### src/design/CoreIsaPkg.sv
`default_nettype none

package CoreIsaPkg;

  localparam int NumRegs = 8;
  localparam int ImmBits = 6;

  typedef logic [$clog2(NumRegs)-1:0] RegIdx_t;
  typedef logic [15:0] RegT;

  // Codes 8 to 15 are undefined and decode as no-ops.
  typedef enum logic [3:0] {
    OpNop  = 4'h0,
    OpAdd  = 4'h1,
    OpSub  = 4'h2,
    OpAnd  = 4'h3,
    OpOr   = 4'h4,
    OpXor  = 4'h5,
    OpAddi = 4'h6,
    OpMul  = 4'h7
  } Opcode_t;

  typedef struct packed {
    Opcode_t opcode;
    RegIdx_t rd;
    RegIdx_t rs1;
    RegIdx_t rs2;    // Upper half of the immediate for OpAddi.
    logic [2:0] spare;
  } Instr_t;

endpackage

`default_nettype wire

### src/design/CorePipePkg.sv
`default_nettype none

package CorePipePkg;

  typedef logic [7:0] SqN_t; // Wraps, compare by difference only.

  typedef enum logic [1:0] {
    FuNone = 2'd0,
    FuAlu  = 2'd1,
    FuMul  = 2'd2
  } FuncUnit_t;

  typedef struct packed {
    logic valid;
    SqN_t sqN;
    CoreIsaPkg::Opcode_t opcode;
    FuncUnit_t fu;
    CoreIsaPkg::RegIdx_t rd;
    logic writes;
    CoreIsaPkg::RegT opA;
    CoreIsaPkg::RegT opB;         // Holds the sign-extended immediate for OpAddi.
  } IssueUOp;

  typedef struct packed {
    logic valid;
    SqN_t sqN;
    CoreIsaPkg::RegT result;
  } ResultUOp;

  typedef struct packed {
    logic valid;
    SqN_t sqN;
    logic writes;
    CoreIsaPkg::RegIdx_t rd;
    CoreIsaPkg::RegT value;
  } CommitUOp;

endpackage

`default_nettype wire

### src/design/Core.sv
`timescale 1ns/10ps
`default_nettype none

module Core #(
  parameter int robDepth = 8,
  parameter int mulStages = 3
) (
  input  wire clk,
  input  wire rstN,
  input  wire CoreIsaPkg::Instr_t instr,
  input  wire instrValid,
  output logic stall,
  output logic commitValid,
  output CorePipePkg::SqN_t commitSqN,
  output logic commitWrite,
  output CoreIsaPkg::RegIdx_t commitRd,
  output CoreIsaPkg::RegT commitData
);

  CorePipePkg::IssueUOp issueUOp;
  CorePipePkg::ResultUOp aluResult;
  CorePipePkg::ResultUOp mulResult;
  CorePipePkg::CommitUOp commitUOp;
  CorePipePkg::SqN_t nextSqN;
  CoreIsaPkg::RegIdx_t rfAddrA;
  CoreIsaPkg::RegIdx_t rfAddrB;
  CoreIsaPkg::RegT rfDataA;
  CoreIsaPkg::RegT rfDataB;
  logic [CoreIsaPkg::NumRegs-1:0] pendingRegs;
  logic robFull;
  logic dispatch;

  InstrDecoder decoder (
    .clk(clk),
    .rstN(rstN),
    .instr(instr),
    .instrValid(instrValid),
    .stall(stall),
    .pendingRegs(pendingRegs),
    .robFull(robFull),
    .nextSqN(nextSqN),
    .rfAddrA(rfAddrA),
    .rfAddrB(rfAddrB),
    .rfDataA(rfDataA),
    .rfDataB(rfDataB),
    .issueUOp(issueUOp),
    .dispatch(dispatch)
  );

  RegFile regFile (
    .clk(clk),
    .rstN(rstN),
    .rAddrA(rfAddrA),
    .rAddrB(rfAddrB),
    .rDataA(rfDataA),
    .rDataB(rfDataB),
    .commitUOp(commitUOp)
  );

  IntAlu intAlu (
    .clk(clk),
    .rstN(rstN),
    .issueUOp(issueUOp),
    .resultUOp(aluResult)
  );

  Multiply #(.mulStages(mulStages)) multiply (
    .clk(clk),
    .rstN(rstN),
    .issueUOp(issueUOp),
    .resultUOp(mulResult)
  );

  Rob #(.robDepth(robDepth)) rob (
    .clk(clk),
    .rstN(rstN),
    .dispatch(dispatch),
    .issueUOp(issueUOp),
    .aluResult(aluResult),
    .mulResult(mulResult),
    .pendingRegs(pendingRegs),
    .robFull(robFull),
    .nextSqN(nextSqN),
    .commitUOp(commitUOp)
  );

  assign commitValid = commitUOp.valid;
  assign commitSqN = commitUOp.sqN;
  assign commitWrite = commitUOp.writes;
  assign commitRd = commitUOp.rd;
  assign commitData = commitUOp.value;

endmodule

`default_nettype wire

### src/design/InstrDecoder.sv
`timescale 1ns/10ps
`default_nettype none

module InstrDecoder (
  input  wire clk,
  input  wire rstN,
  input  wire CoreIsaPkg::Instr_t instr,
  input  wire instrValid,
  output logic stall,
  input  wire [CoreIsaPkg::NumRegs-1:0] pendingRegs,
  input  wire robFull,
  input  wire CorePipePkg::SqN_t nextSqN,
  output CoreIsaPkg::RegIdx_t rfAddrA,
  output CoreIsaPkg::RegIdx_t rfAddrB,
  input  wire CoreIsaPkg::RegT rfDataA,
  input  wire CoreIsaPkg::RegT rfDataB,
  output CorePipePkg::IssueUOp issueUOp,
  output logic dispatch
);

  logic decValid;
  CoreIsaPkg::Instr_t decInstr;
  logic useA;
  logic useB;
  logic hazard;
  CorePipePkg::FuncUnit_t fu;
  logic [CoreIsaPkg::ImmBits-1:0] imm;
  CoreIsaPkg::RegT immExt;

  always_comb begin
    useA = 1'b0;
    useB = 1'b0;
    fu = CorePipePkg::FuNone;
    case (decInstr.opcode)
      CoreIsaPkg::OpAdd, CoreIsaPkg::OpSub, CoreIsaPkg::OpAnd,
      CoreIsaPkg::OpOr, CoreIsaPkg::OpXor: begin
        useA = 1'b1;
        useB = 1'b1;
        fu = CorePipePkg::FuAlu;
      end
      CoreIsaPkg::OpAddi: begin
        useA = 1'b1;
        fu = CorePipePkg::FuAlu;
      end
      CoreIsaPkg::OpMul: begin
        useA = 1'b1;
        useB = 1'b1;
        fu = CorePipePkg::FuMul;
      end
      default: ; // Nop and undefined codes read nothing.
    endcase
  end

  // r0 never has a pending writer.
  assign hazard = (useA && decInstr.rs1 != '0 && pendingRegs[decInstr.rs1])
               || (useB && decInstr.rs2 != '0 && pendingRegs[decInstr.rs2]);
  assign dispatch = decValid && !hazard && !robFull;
  assign stall = decValid && !dispatch;

  assign imm = decInstr[CoreIsaPkg::ImmBits-1:0];
  assign immExt = {{($bits(CoreIsaPkg::RegT) - CoreIsaPkg::ImmBits){imm[CoreIsaPkg::ImmBits-1]}},
                   imm};

  assign rfAddrA = decInstr.rs1;
  assign rfAddrB = decInstr.rs2;

  always_comb begin
    issueUOp.valid = dispatch;
    issueUOp.sqN = nextSqN;
    issueUOp.opcode = decInstr.opcode;
    issueUOp.fu = fu;
    issueUOp.rd = decInstr.rd;
    issueUOp.writes = (fu != CorePipePkg::FuNone) && (decInstr.rd != '0);
    issueUOp.opA = rfDataA;
    issueUOp.opB = (decInstr.opcode == CoreIsaPkg::OpAddi) ? immExt : rfDataB;
  end

  always_ff @(posedge clk or negedge rstN) begin
    if (!rstN) begin
      decValid <= 1'b0;
    end else if (!stall) begin
      decValid <= instrValid; // Refill as the held uop leaves.
    end
  end

  always_ff @(posedge clk) begin
    if (!stall && instrValid) begin
      decInstr <= instr;
    end
  end

endmodule

`default_nettype wire

### src/design/IntAlu.sv
`timescale 1ns/10ps
`default_nettype none

module IntAlu (
  input  wire clk,
  input  wire rstN,
  input  wire CorePipePkg::IssueUOp issueUOp,
  output CorePipePkg::ResultUOp resultUOp
);

  CoreIsaPkg::RegT aluOut;
  logic take;

  assign take = issueUOp.valid && (issueUOp.fu == CorePipePkg::FuAlu);

  always_comb begin
    case (issueUOp.opcode)
      CoreIsaPkg::OpAdd, CoreIsaPkg::OpAddi: aluOut = issueUOp.opA + issueUOp.opB;
      CoreIsaPkg::OpSub: aluOut = issueUOp.opA - issueUOp.opB;
      CoreIsaPkg::OpAnd: aluOut = issueUOp.opA & issueUOp.opB;
      CoreIsaPkg::OpOr:  aluOut = issueUOp.opA | issueUOp.opB;
      CoreIsaPkg::OpXor: aluOut = issueUOp.opA ^ issueUOp.opB;
      default: aluOut = '0;
    endcase
  end

  always_ff @(posedge clk or negedge rstN) begin
    if (!rstN) begin
      resultUOp <= '0;
    end else begin
      resultUOp <= '{valid: take, sqN: issueUOp.sqN, result: aluOut};
    end
  end

endmodule

`default_nettype wire

### src/design/Multiply.sv
`timescale 1ns/10ps
`default_nettype none

module Multiply #(
  parameter int mulStages = 3
) (
  input  wire clk,
  input  wire rstN,
  input  wire CorePipePkg::IssueUOp issueUOp,
  output CorePipePkg::ResultUOp resultUOp
);

  logic [mulStages-1:0] validPipe;
  CorePipePkg::SqN_t sqNPipe [mulStages];
  CoreIsaPkg::RegT prodPipe [mulStages];
  logic [2*$bits(CoreIsaPkg::RegT)-1:0] fullProd;
  logic take;

  assign take = issueUOp.valid && (issueUOp.fu == CorePipePkg::FuMul);
  assign fullProd = issueUOp.opA * issueUOp.opB;

  always_ff @(posedge clk or negedge rstN) begin
    if (!rstN) begin
      validPipe <= '0;
    end else begin
      validPipe[0] <= take;
      for (int i = 1; i < mulStages; i++) begin
        validPipe[i] <= validPipe[i-1];
      end
    end
  end

  always_ff @(posedge clk) begin
    sqNPipe[0] <= issueUOp.sqN;
    prodPipe[0] <= fullProd[$bits(CoreIsaPkg::RegT)-1:0]; // Low half only.
    for (int i = 1; i < mulStages; i++) begin
      sqNPipe[i] <= sqNPipe[i-1];
      prodPipe[i] <= prodPipe[i-1];
    end
  end

  always_comb begin
    resultUOp.valid = validPipe[mulStages-1];
    resultUOp.sqN = sqNPipe[mulStages-1];
    resultUOp.result = prodPipe[mulStages-1];
  end

endmodule

`default_nettype wire

### src/design/RegFile.sv
`timescale 1ns/10ps
`default_nettype none

module RegFile (
  input  wire clk,
  input  wire rstN,
  input  wire CoreIsaPkg::RegIdx_t rAddrA,
  input  wire CoreIsaPkg::RegIdx_t rAddrB,
  output CoreIsaPkg::RegT rDataA,
  output CoreIsaPkg::RegT rDataB,
  input  wire CorePipePkg::CommitUOp commitUOp
);

  CoreIsaPkg::RegT regs [CoreIsaPkg::NumRegs];
  logic writeEn;

  assign writeEn = commitUOp.valid && commitUOp.writes && (commitUOp.rd != '0);

  always_ff @(posedge clk or negedge rstN) begin
    if (!rstN) begin
      for (int i = 0; i < CoreIsaPkg::NumRegs; i++) begin
        regs[i] <= '0;
      end
    end else if (writeEn) begin
      regs[commitUOp.rd] <= commitUOp.value;
    end
  end

  // r0 is hardwired to zero.
  assign rDataA = (rAddrA == '0) ? '0 : regs[rAddrA];
  assign rDataB = (rAddrB == '0) ? '0 : regs[rAddrB];

endmodule

`default_nettype wire

### src/design/Rob.sv
`timescale 1ns/10ps
`default_nettype none

module Rob #(
  parameter int robDepth = 8
) (
  input  wire clk,
  input  wire rstN,
  input  wire dispatch,
  input  wire CorePipePkg::IssueUOp issueUOp,
  input  wire CorePipePkg::ResultUOp aluResult,
  input  wire CorePipePkg::ResultUOp mulResult,
  output logic [CoreIsaPkg::NumRegs-1:0] pendingRegs,
  output logic robFull,
  output CorePipePkg::SqN_t nextSqN,
  output CorePipePkg::CommitUOp commitUOp
);

  localparam int IdxBits = $clog2(robDepth);

  logic [robDepth-1:0] entryDone;
  logic [robDepth-1:0] entryWrites;
  CoreIsaPkg::RegIdx_t entryRd [robDepth];
  CoreIsaPkg::RegT entryValue [robDepth];
  CorePipePkg::SqN_t lastWriter [CoreIsaPkg::NumRegs];

  CorePipePkg::SqN_t headSqN;
  CorePipePkg::SqN_t tailSqN;
  logic [IdxBits-1:0] headIdx;
  logic [IdxBits-1:0] tailIdx;
  logic headReady;
  logic retireReg;

  assign headIdx = headSqN[IdxBits-1:0];
  assign tailIdx = tailSqN[IdxBits-1:0];
  assign nextSqN = tailSqN;
  assign robFull = (CorePipePkg::SqN_t'(tailSqN - headSqN) == CorePipePkg::SqN_t'(robDepth));
  assign headReady = (headSqN != tailSqN) && entryDone[headIdx];

  // Released when the register file takes the write, one cycle after commit.
  assign retireReg = commitUOp.valid && commitUOp.writes
                  && (lastWriter[commitUOp.rd] == commitUOp.sqN);

  always_ff @(posedge clk or negedge rstN) begin
    if (!rstN) begin
      headSqN <= '0;
      tailSqN <= '0;
      entryDone <= '0;
      pendingRegs <= '0;
      commitUOp <= '0;
    end else begin
      commitUOp <= '{valid: headReady, sqN: headSqN, writes: entryWrites[headIdx],
                     rd: entryRd[headIdx], value: entryValue[headIdx]};
      if (headReady) begin
        entryDone[headIdx] <= 1'b0;
        headSqN <= headSqN + 1'b1;
      end
      if (aluResult.valid) begin
        entryDone[aluResult.sqN[IdxBits-1:0]] <= 1'b1;
      end
      if (mulResult.valid) begin
        entryDone[mulResult.sqN[IdxBits-1:0]] <= 1'b1;
      end
      if (retireReg) begin
        pendingRegs[commitUOp.rd] <= 1'b0;
      end
      if (dispatch) begin
        entryDone[tailIdx] <= (issueUOp.fu == CorePipePkg::FuNone); // No unit to wait on.
        tailSqN <= tailSqN + 1'b1;
        if (issueUOp.writes) begin
          pendingRegs[issueUOp.rd] <= 1'b1; // A new writer overrides the release.
        end
      end
    end
  end

  always_ff @(posedge clk) begin
    if (dispatch) begin
      entryWrites[tailIdx] <= issueUOp.writes;
      entryRd[tailIdx] <= issueUOp.rd;
      entryValue[tailIdx] <= '0;
      if (issueUOp.writes) begin
        lastWriter[issueUOp.rd] <= issueUOp.sqN;
      end
    end
    if (aluResult.valid) begin
      entryValue[aluResult.sqN[IdxBits-1:0]] <= aluResult.result;
    end
    if (mulResult.valid) begin
      entryValue[mulResult.sqN[IdxBits-1:0]] <= mulResult.result;
    end
  end

endmodule

`default_nettype wire

### config.mk
export PLATFORM = sky130hd
export DESIGN_NAME = Core
export DESIGN_NICKNAME = d
export VERILOG_FILES = /design/src/design/CoreIsaPkg.sv /design/src/design/CorePipePkg.sv /design/src/design/Core.sv /design/src/design/InstrDecoder.sv /design/src/design/IntAlu.sv /design/src/design/Multiply.sv /design/src/design/RegFile.sv /design/src/design/Rob.sv
export SDC_FILE = /design/constraint.sdc
export NUM_CORES = 1
export LEC_CHECK = 0
export ABC_AREA = 1
export BUFFER_PORTS_ARGS = -buffer_cell sky130_fd_sc_hd__buf_2
export CAP_MARGIN = 5
export CORE_ASPECT_RATIO = 1.2
export CORE_MARGIN = 3
export CORE_UTILIZATION = 35
export CTS_CLUSTER_DIAMETER = 40
export CTS_CLUSTER_SIZE = 8
export DETAILED_ROUTE_END_ITERATION = 8
export PLACE_DENSITY = 0.59
export SLEW_MARGIN = 25
export SYNTH_ARGS = -nofsm -noshare
export SYNTH_HDL_FRONTEND = slang
export SYNTH_SLANG_ARGS = --single-unit
### constraint.sdc
create_clock -name clk -period 7.2 [get_ports clk]
set_clock_uncertainty 0.2 [all_clocks]
set_input_delay 0 -clock clk [delete_from_list [all_inputs] [get_ports clk]]
set_output_delay 0 -clock clk [all_outputs]
set_load 0.005 [all_outputs]
# Word level (Yosys, flattened, before mapping)

Memory sizes are Yosys's and may differ from the RTL's. A register that Yosys moved wholly into a read port is not among the register bits.
Index checks and enable logic that the tools add are counted.

Register bits after elaboration: 218
Bits in writable memories: 288
Input bits: 19
Output and inout port bits: 30
Logic and storage cells: 175
Memories kept: 5

Memories:

| name              | words | bits a word | rd ports | clocked after Yosys merged registers in | wr ports | line           | source |
|---|---|---|---|---|---|---|---|
| rob.entryValue    | 8     | 16          | 1        | 1                                       | 3        | Rob.sv:24      | `CoreIsaPkg::RegT entryValue [robDepth];` |
| rob.lastWriter    | 8     | 8           | 1        | 0                                       | 1        | Rob.sv:25      | `CorePipePkg::SqN_t lastWriter [CoreIsaPkg::NumRegs];` |
| multiply.prodPipe | 3     | 16          | 3        | 0                                       | 3        | Multiply.sv:15 | `CoreIsaPkg::RegT prodPipe [mulStages];` |
| multiply.sqNPipe  | 3     | 8           | 3        | 0                                       | 3        | Multiply.sv:14 | `CorePipePkg::SqN_t sqNPipe [mulStages];` |
| rob.entryRd       | 8     | 3           | 1        | 1                                       | 1        | Rob.sv:23      | `CoreIsaPkg::RegIdx_t entryRd [robDepth];` |

$add $sub $neg: 5
$mul: 1
Order comparisons: 18
Eq/ne operators: 12
Multiplexer cells: 54
Bitwise logic cells: 13
Reductions and logical operators: 41

Operators by type and width:

| operator                                             | number |
|---|---|
| bitwise mux 128 bit                                  | 1 |
| two-way mux 16 bit                                   | 8 |
| binary-select mux 16 bit (select 3 bit)              | 2 |
| case mux 16 bit (5 select lines)                     | 1 |
| two-way mux 8 bit                                    | 7 |
| demux 16 bit (select 3 bit)                          | 1 |
| < comparator 3 x 4 -> 1 bit (second input constant)  | 8 |
| bitwise OR 8 bit                                     | 3 |
| logical AND 1 bit                                    | 22 |
| two-way mux 1 bit                                    | 21 |
| demux 1 bit (select 3 bit)                           | 6 |
| >= comparator 3 x 1 -> 1 bit (second input constant) | 6 |
| adder 16 bit                                         | 1 |
| adder 8 x 1 -> 8 bit (second input constant)         | 2 |
| AND 16 bit                                           | 1 |
| AND 8 bit                                            | 2 |
| bitwise mux 8 bit                                    | 2 |
| equality test 4 x 3 -> 1 bit (second input constant) | 4 |
| multiplier 16 x 16 -> 16 bit                         | 1 |
| NOT 8 bit                                            | 2 |
| bitwise OR 16 bit                                    | 1 |
| subtractor 16 bit                                    | 1 |
| bitwise XOR 16 bit                                   | 1 |
| binary-select mux 1 bit (select 3 bit)               | 4 |
| other kinds (21)                                     | 36 |

# Logic depth before layout (Yosys ltp)

Word-level depth: 13
Gate-level depth with buffers: 36
Gate-level depth less buffers: 34

# By module

A second synthesis with hierarchy kept.

Cells, all modules: 3681
Area, all modules: 30470.5 um2

By module, submodules not included:

| module       | times used | cells each | area each (um2) | sequential area each (um2) |
|---|---|---|---|---|
| Rob          | 1          | 1257       | 12782.3         | 8252.9 |
| RegFile      | 1          | 1112       | 7528.5          | 3203.1 |
| Multiply     | 1          | 744        | 6080.8          | 1516.5 |
| IntAlu       | 1          | 400        | 2811.4          | 625.6 |
| InstrDecoder | 1          | 168        | 1267.5          | 505.5 |

# Worst setup path before layout

OpenSTA, ideal clock, no wires.

Kind: reg-to-reg
Start point: register decoder.decInstr (netlist bit decoder.rfAddrB[0])
End point: memory multiply.prodPipe[0][15] (netlist bit)
Setup time: 0.112 ns
Arrival time: 6.007 ns
Required time: 6.888 ns
Path slack: 0.881 ns
Stages on the path, launching flop included: 36
Path buffers: 3
Period minus slack after synthesis: 6.319 ns
Cells stage by stage: edfxtp_1 buf_4 buf_6 nand2_1 nand3_1 o21ai_1 nand2_1 nand2_1 nand2_1 nand2_1 clkbuf_1 inv_1 ha_1 fa_1 inv_1 fa_1 inv_1 ha_1 inv_1 fa_1 inv_1 fa_1 inv_1 fa_1 inv_1 ha_1 nand2_1 o21ai_0 nor2_1 o21ai_0 a21o_1 a21oi_1 xor2_1 inv_1 nand3_1 nand2_1

RTL lines:

| element                  | line               | source |
|---|---|---|
| start: declaration       | InstrDecoder.sv:22 | `CoreIsaPkg::Instr_t decInstr;` |
| start signal: assignment | InstrDecoder.sv:88 | `decInstr <= instr;` |
| end: declaration         | Multiply.sv:15     |  |

==> flow_summary.ini <==
[run_status]
status = finished, final reports clean

[synthesis]
synth_top_cell_area_share_pct = 25.8
syn_area_mm2 = 0.0279
synth_warnings = 0
async_reset_ff_share_pct = 41.7
synth-edff-count = 240
synthDistinctLibCells = 59
ys_seq_area_share_pct = 48.9
netlist_top_cells_area = edfxtp_1 26%, dfrtp_1 19%, o21ai_0 7.7%, nand2_1 7.5%, fa_1 5.7%
synth_ff_type = edfxtp_1
synth_area_leader_cell = edfxtp_1
ys_ff_latch = 509
synth_cells = 3177
avgSynthCellArea_um2 = 8.79

[floorplanning]
die_area_mm2 = 0.0832
core_area_mm2 = 0.0785
die_w_um = 264
initial_core_util_pct = 35.6
io_pins = 49
rows = 112
die_h_um = 315

[global_route]
grt_overflow = 0
grt_pass1_vias = 22400
grt_pass1_wl_mm = 135
antenna_found_initial = 2
grt_max_degree = 158
grt_usage_pct = 21.0

[setup_path]
worstSetupStartpointType = flip-flop
path_class = flip-flop to flip-flop
reg2reg_depth = 26
critPathCapture = multiply.prodPipe[0][15]
worstSetupEndpointType = flip-flop
r2r_slack_ns = 0.50
worstReg2RegStart = decoder.rfAddrA[0]
cp_max_fo = 92
worstPathRequired_ns = 7.52
r2r-end = multiply.prodPipe[0][15]
critPathLaunch = decoder.rfAddrA[0]
crit_arrival_ns = 7.02

[route]
routedWlPerCell_um = 20.1
drcViolationCount = 0
vias = 22600
drt-initial-drc-count = 2176
first_pass_iters = 6
viasPerCell = 5.18
ant_nets = 0
wl_mm = 87.8

[sta]
max-slew-margin-rel_pct = 29.0
final.min_clock_period_ns = 6.70
fin_tns_setup_ns = 0
setup_violations = 0
timing.fmax_mhz = 149
hold_viol = 0
worstMarginPinSlew_ns = 1.06
rsz0062_at_grt = no
slew_viol_final = 0
period_share_pct = 93.0

[cells_and_area]
synthToLayoutAreaGrowth_pct = 15.9
multiInputGateArea_mm2 = 0.0121
mostFrequentLayoutCell = nand2_1
drive_gt1_share_pct = 8.91
final_cell_mix = 551 x nand2_1, 428 x o21ai_0, 391 x inv_1, 311 x nor2_1, 252 x nand3_1
num-nets-final = 3473
fillers = 7807
register_area_mm2 = 0.0137

[place]
gp_congestion = 0.897
dp_hpwl_mm = 59.9
portBuffers = 48

[clock_tree]
root_buffer = clkbuf_16
path_clk_slew_ns = 0.05
clock-sinks = 509
clk_path_buf_depth = 3
cts_buffers = 80
cts_tree = yes
cts_max_level = 3
clk_latency_ns = 0.66

[job]
max_cap_viol_count = 0

[min_path]
min_path_type = flip-flop to flip-flop
[state kept, by name, indices dropped and copies added, names as in the netlist, 7 cells and up]
register and cells:
multiply.sqNPipe 9, rob.commitUOp 29, multiply.prodPipe 48, rob.entryWrites 8, rob.entryValue 128, rob.lastWriter 64, regFile.regs 128, rob.headSqN 8
rob.pendingRegs 7, intAlu.resultUOp 20, rob.entryDone 8, rob.nextSqN 8, decoder.issueUOp 7, rob.entryRd 24
[metrics by stage]
step / worst slack (ns) / cell area [µm²] / util [%] / hold WS [ns] / instances
final: 0.504 / 32300 / 41.2 / 0.0854 / 4359
after global routing: 0.00186 / 32300 / 41.2 / 0.0869 / 4358
after CTS: 0.436 / 32300 / 41.2 / 0.0813 / 4355
after detailed placement: 0.455 / 29400 / 37.5 / -0.257 / 4172
after global placement: 0.460 / 29400 / 37.5 / -0.256 / 4172
after floorplan: 0.881 / 27900 / - / -0.496 / 3184
[worst max-delay path, stage by stage (launching register included)]
cell and delay (ns):
edfxtp_1 0.43, buf_12 0.32, nor2_1 0.13, nor2_2 0.11, buf_4 0.27, nand2_1 0.08, nand2_1 0.26, buf_4 0.22
nand2_1 0.08, fa_1 0.47, fa_1 0.59, fa_1 0.46, fa_1 0.55, inv_1 0.05, fa_1 0.47, inv_1 0.05
fa_1 0.49, inv_1 0.04, ha_1 0.33, nand2_1 0.06, o21ai_0 0.30, a21o_1 0.16, a21oi_1 0.06, xor2_1 0.16
inv_1 0.06, nand3_1 0.07, nand2_1 0.05
[routing by layer]
layer	up-vias	part of all wire, %	GRT usage [%]
li1	10700	-	-
met1	10800	41	26.6
met2	846	48	35.8
met3	186	6.2	3.10
met4	2	4.2	9.42
met5	-	0.019	0
[kinds of logic (layout without fill, tap and decap cells)]
group | count (synthesis) | count (layout) | share of synthesized area, %
buffers and inverters | 577 | 725 | 8.12
AO/OA/AOI/OAI | 657 | 657 | 13.1
flip-flops | 509 | 509 | 48.9
adder cells (fa/ha/maj) | 186 | 186 | 10.5
other | 1 | 9 | 0.0134
AND/OR/NAND/NOR | 1198 | 1198 | 17.9
XOR/XNOR | 49 | 49 | 1.54
[Yosys cell counts (24+ instances only)]
cell / instances
dfxtp_1: 57
nor2_1: 325
nand2_1: 555
ha_1: 106
o21ai_0: 428
xor2_1: 36
a21oi_1: 92
inv_1: 392
edfxtp_1: 240
o2111ai_1: 24
nand3_1: 253
dfrtp_1: 212
fa_1: 80
clkbuf_1: 106
buf_2: 26
[layout make-up]
cell class / instances / area share, %
sequential: 509 / 42.2
timing repair buffer: 167 / 3.99
antenna: 1 / 0.00774
multi-input combinational: 2098 / 37.4
clock buffer: 129 / 6.85
tap: 1026 / 3.97
inverter: 412 / 4.79
clock inverter: 17 / 0.816
[how the worst min path moves through the flow]
stage | start | to | slack, ns | depth (start not counted)
floorplan | rstN | decoder.decValid | -0.50 | 0
global placement | rstN | rob.commitUOp[9] | -0.26 | 1
detailed placement | rstN | rob.commitUOp[9] | -0.26 | 1
CTS | multiply.prodPipe[0][16] | multiply.prodPipe[0][32] | 0.08 | 0
global route | multiply.prodPipe[0][16] | multiply.prodPipe[0][32] | 0.09 | 0
finish | multiply.prodPipe[0][16] | multiply.prodPipe[0][32] | 0.09 | 0
[what timing repair did]
| action | in CTS | in global routing |
|---|---|---|
| hold endpoints to repair | 245 | 0 |
| gates resized for setup | 0 | 6 |
| endpoints found under the setup margin | 0 | 1 |
| hold buffers | 37 | 0 |
| buffers inserted | 0 | 3 |
Power is not shown: default switching activity piles up to over one toggle a cycle in this logic, so the estimate is an artifact.
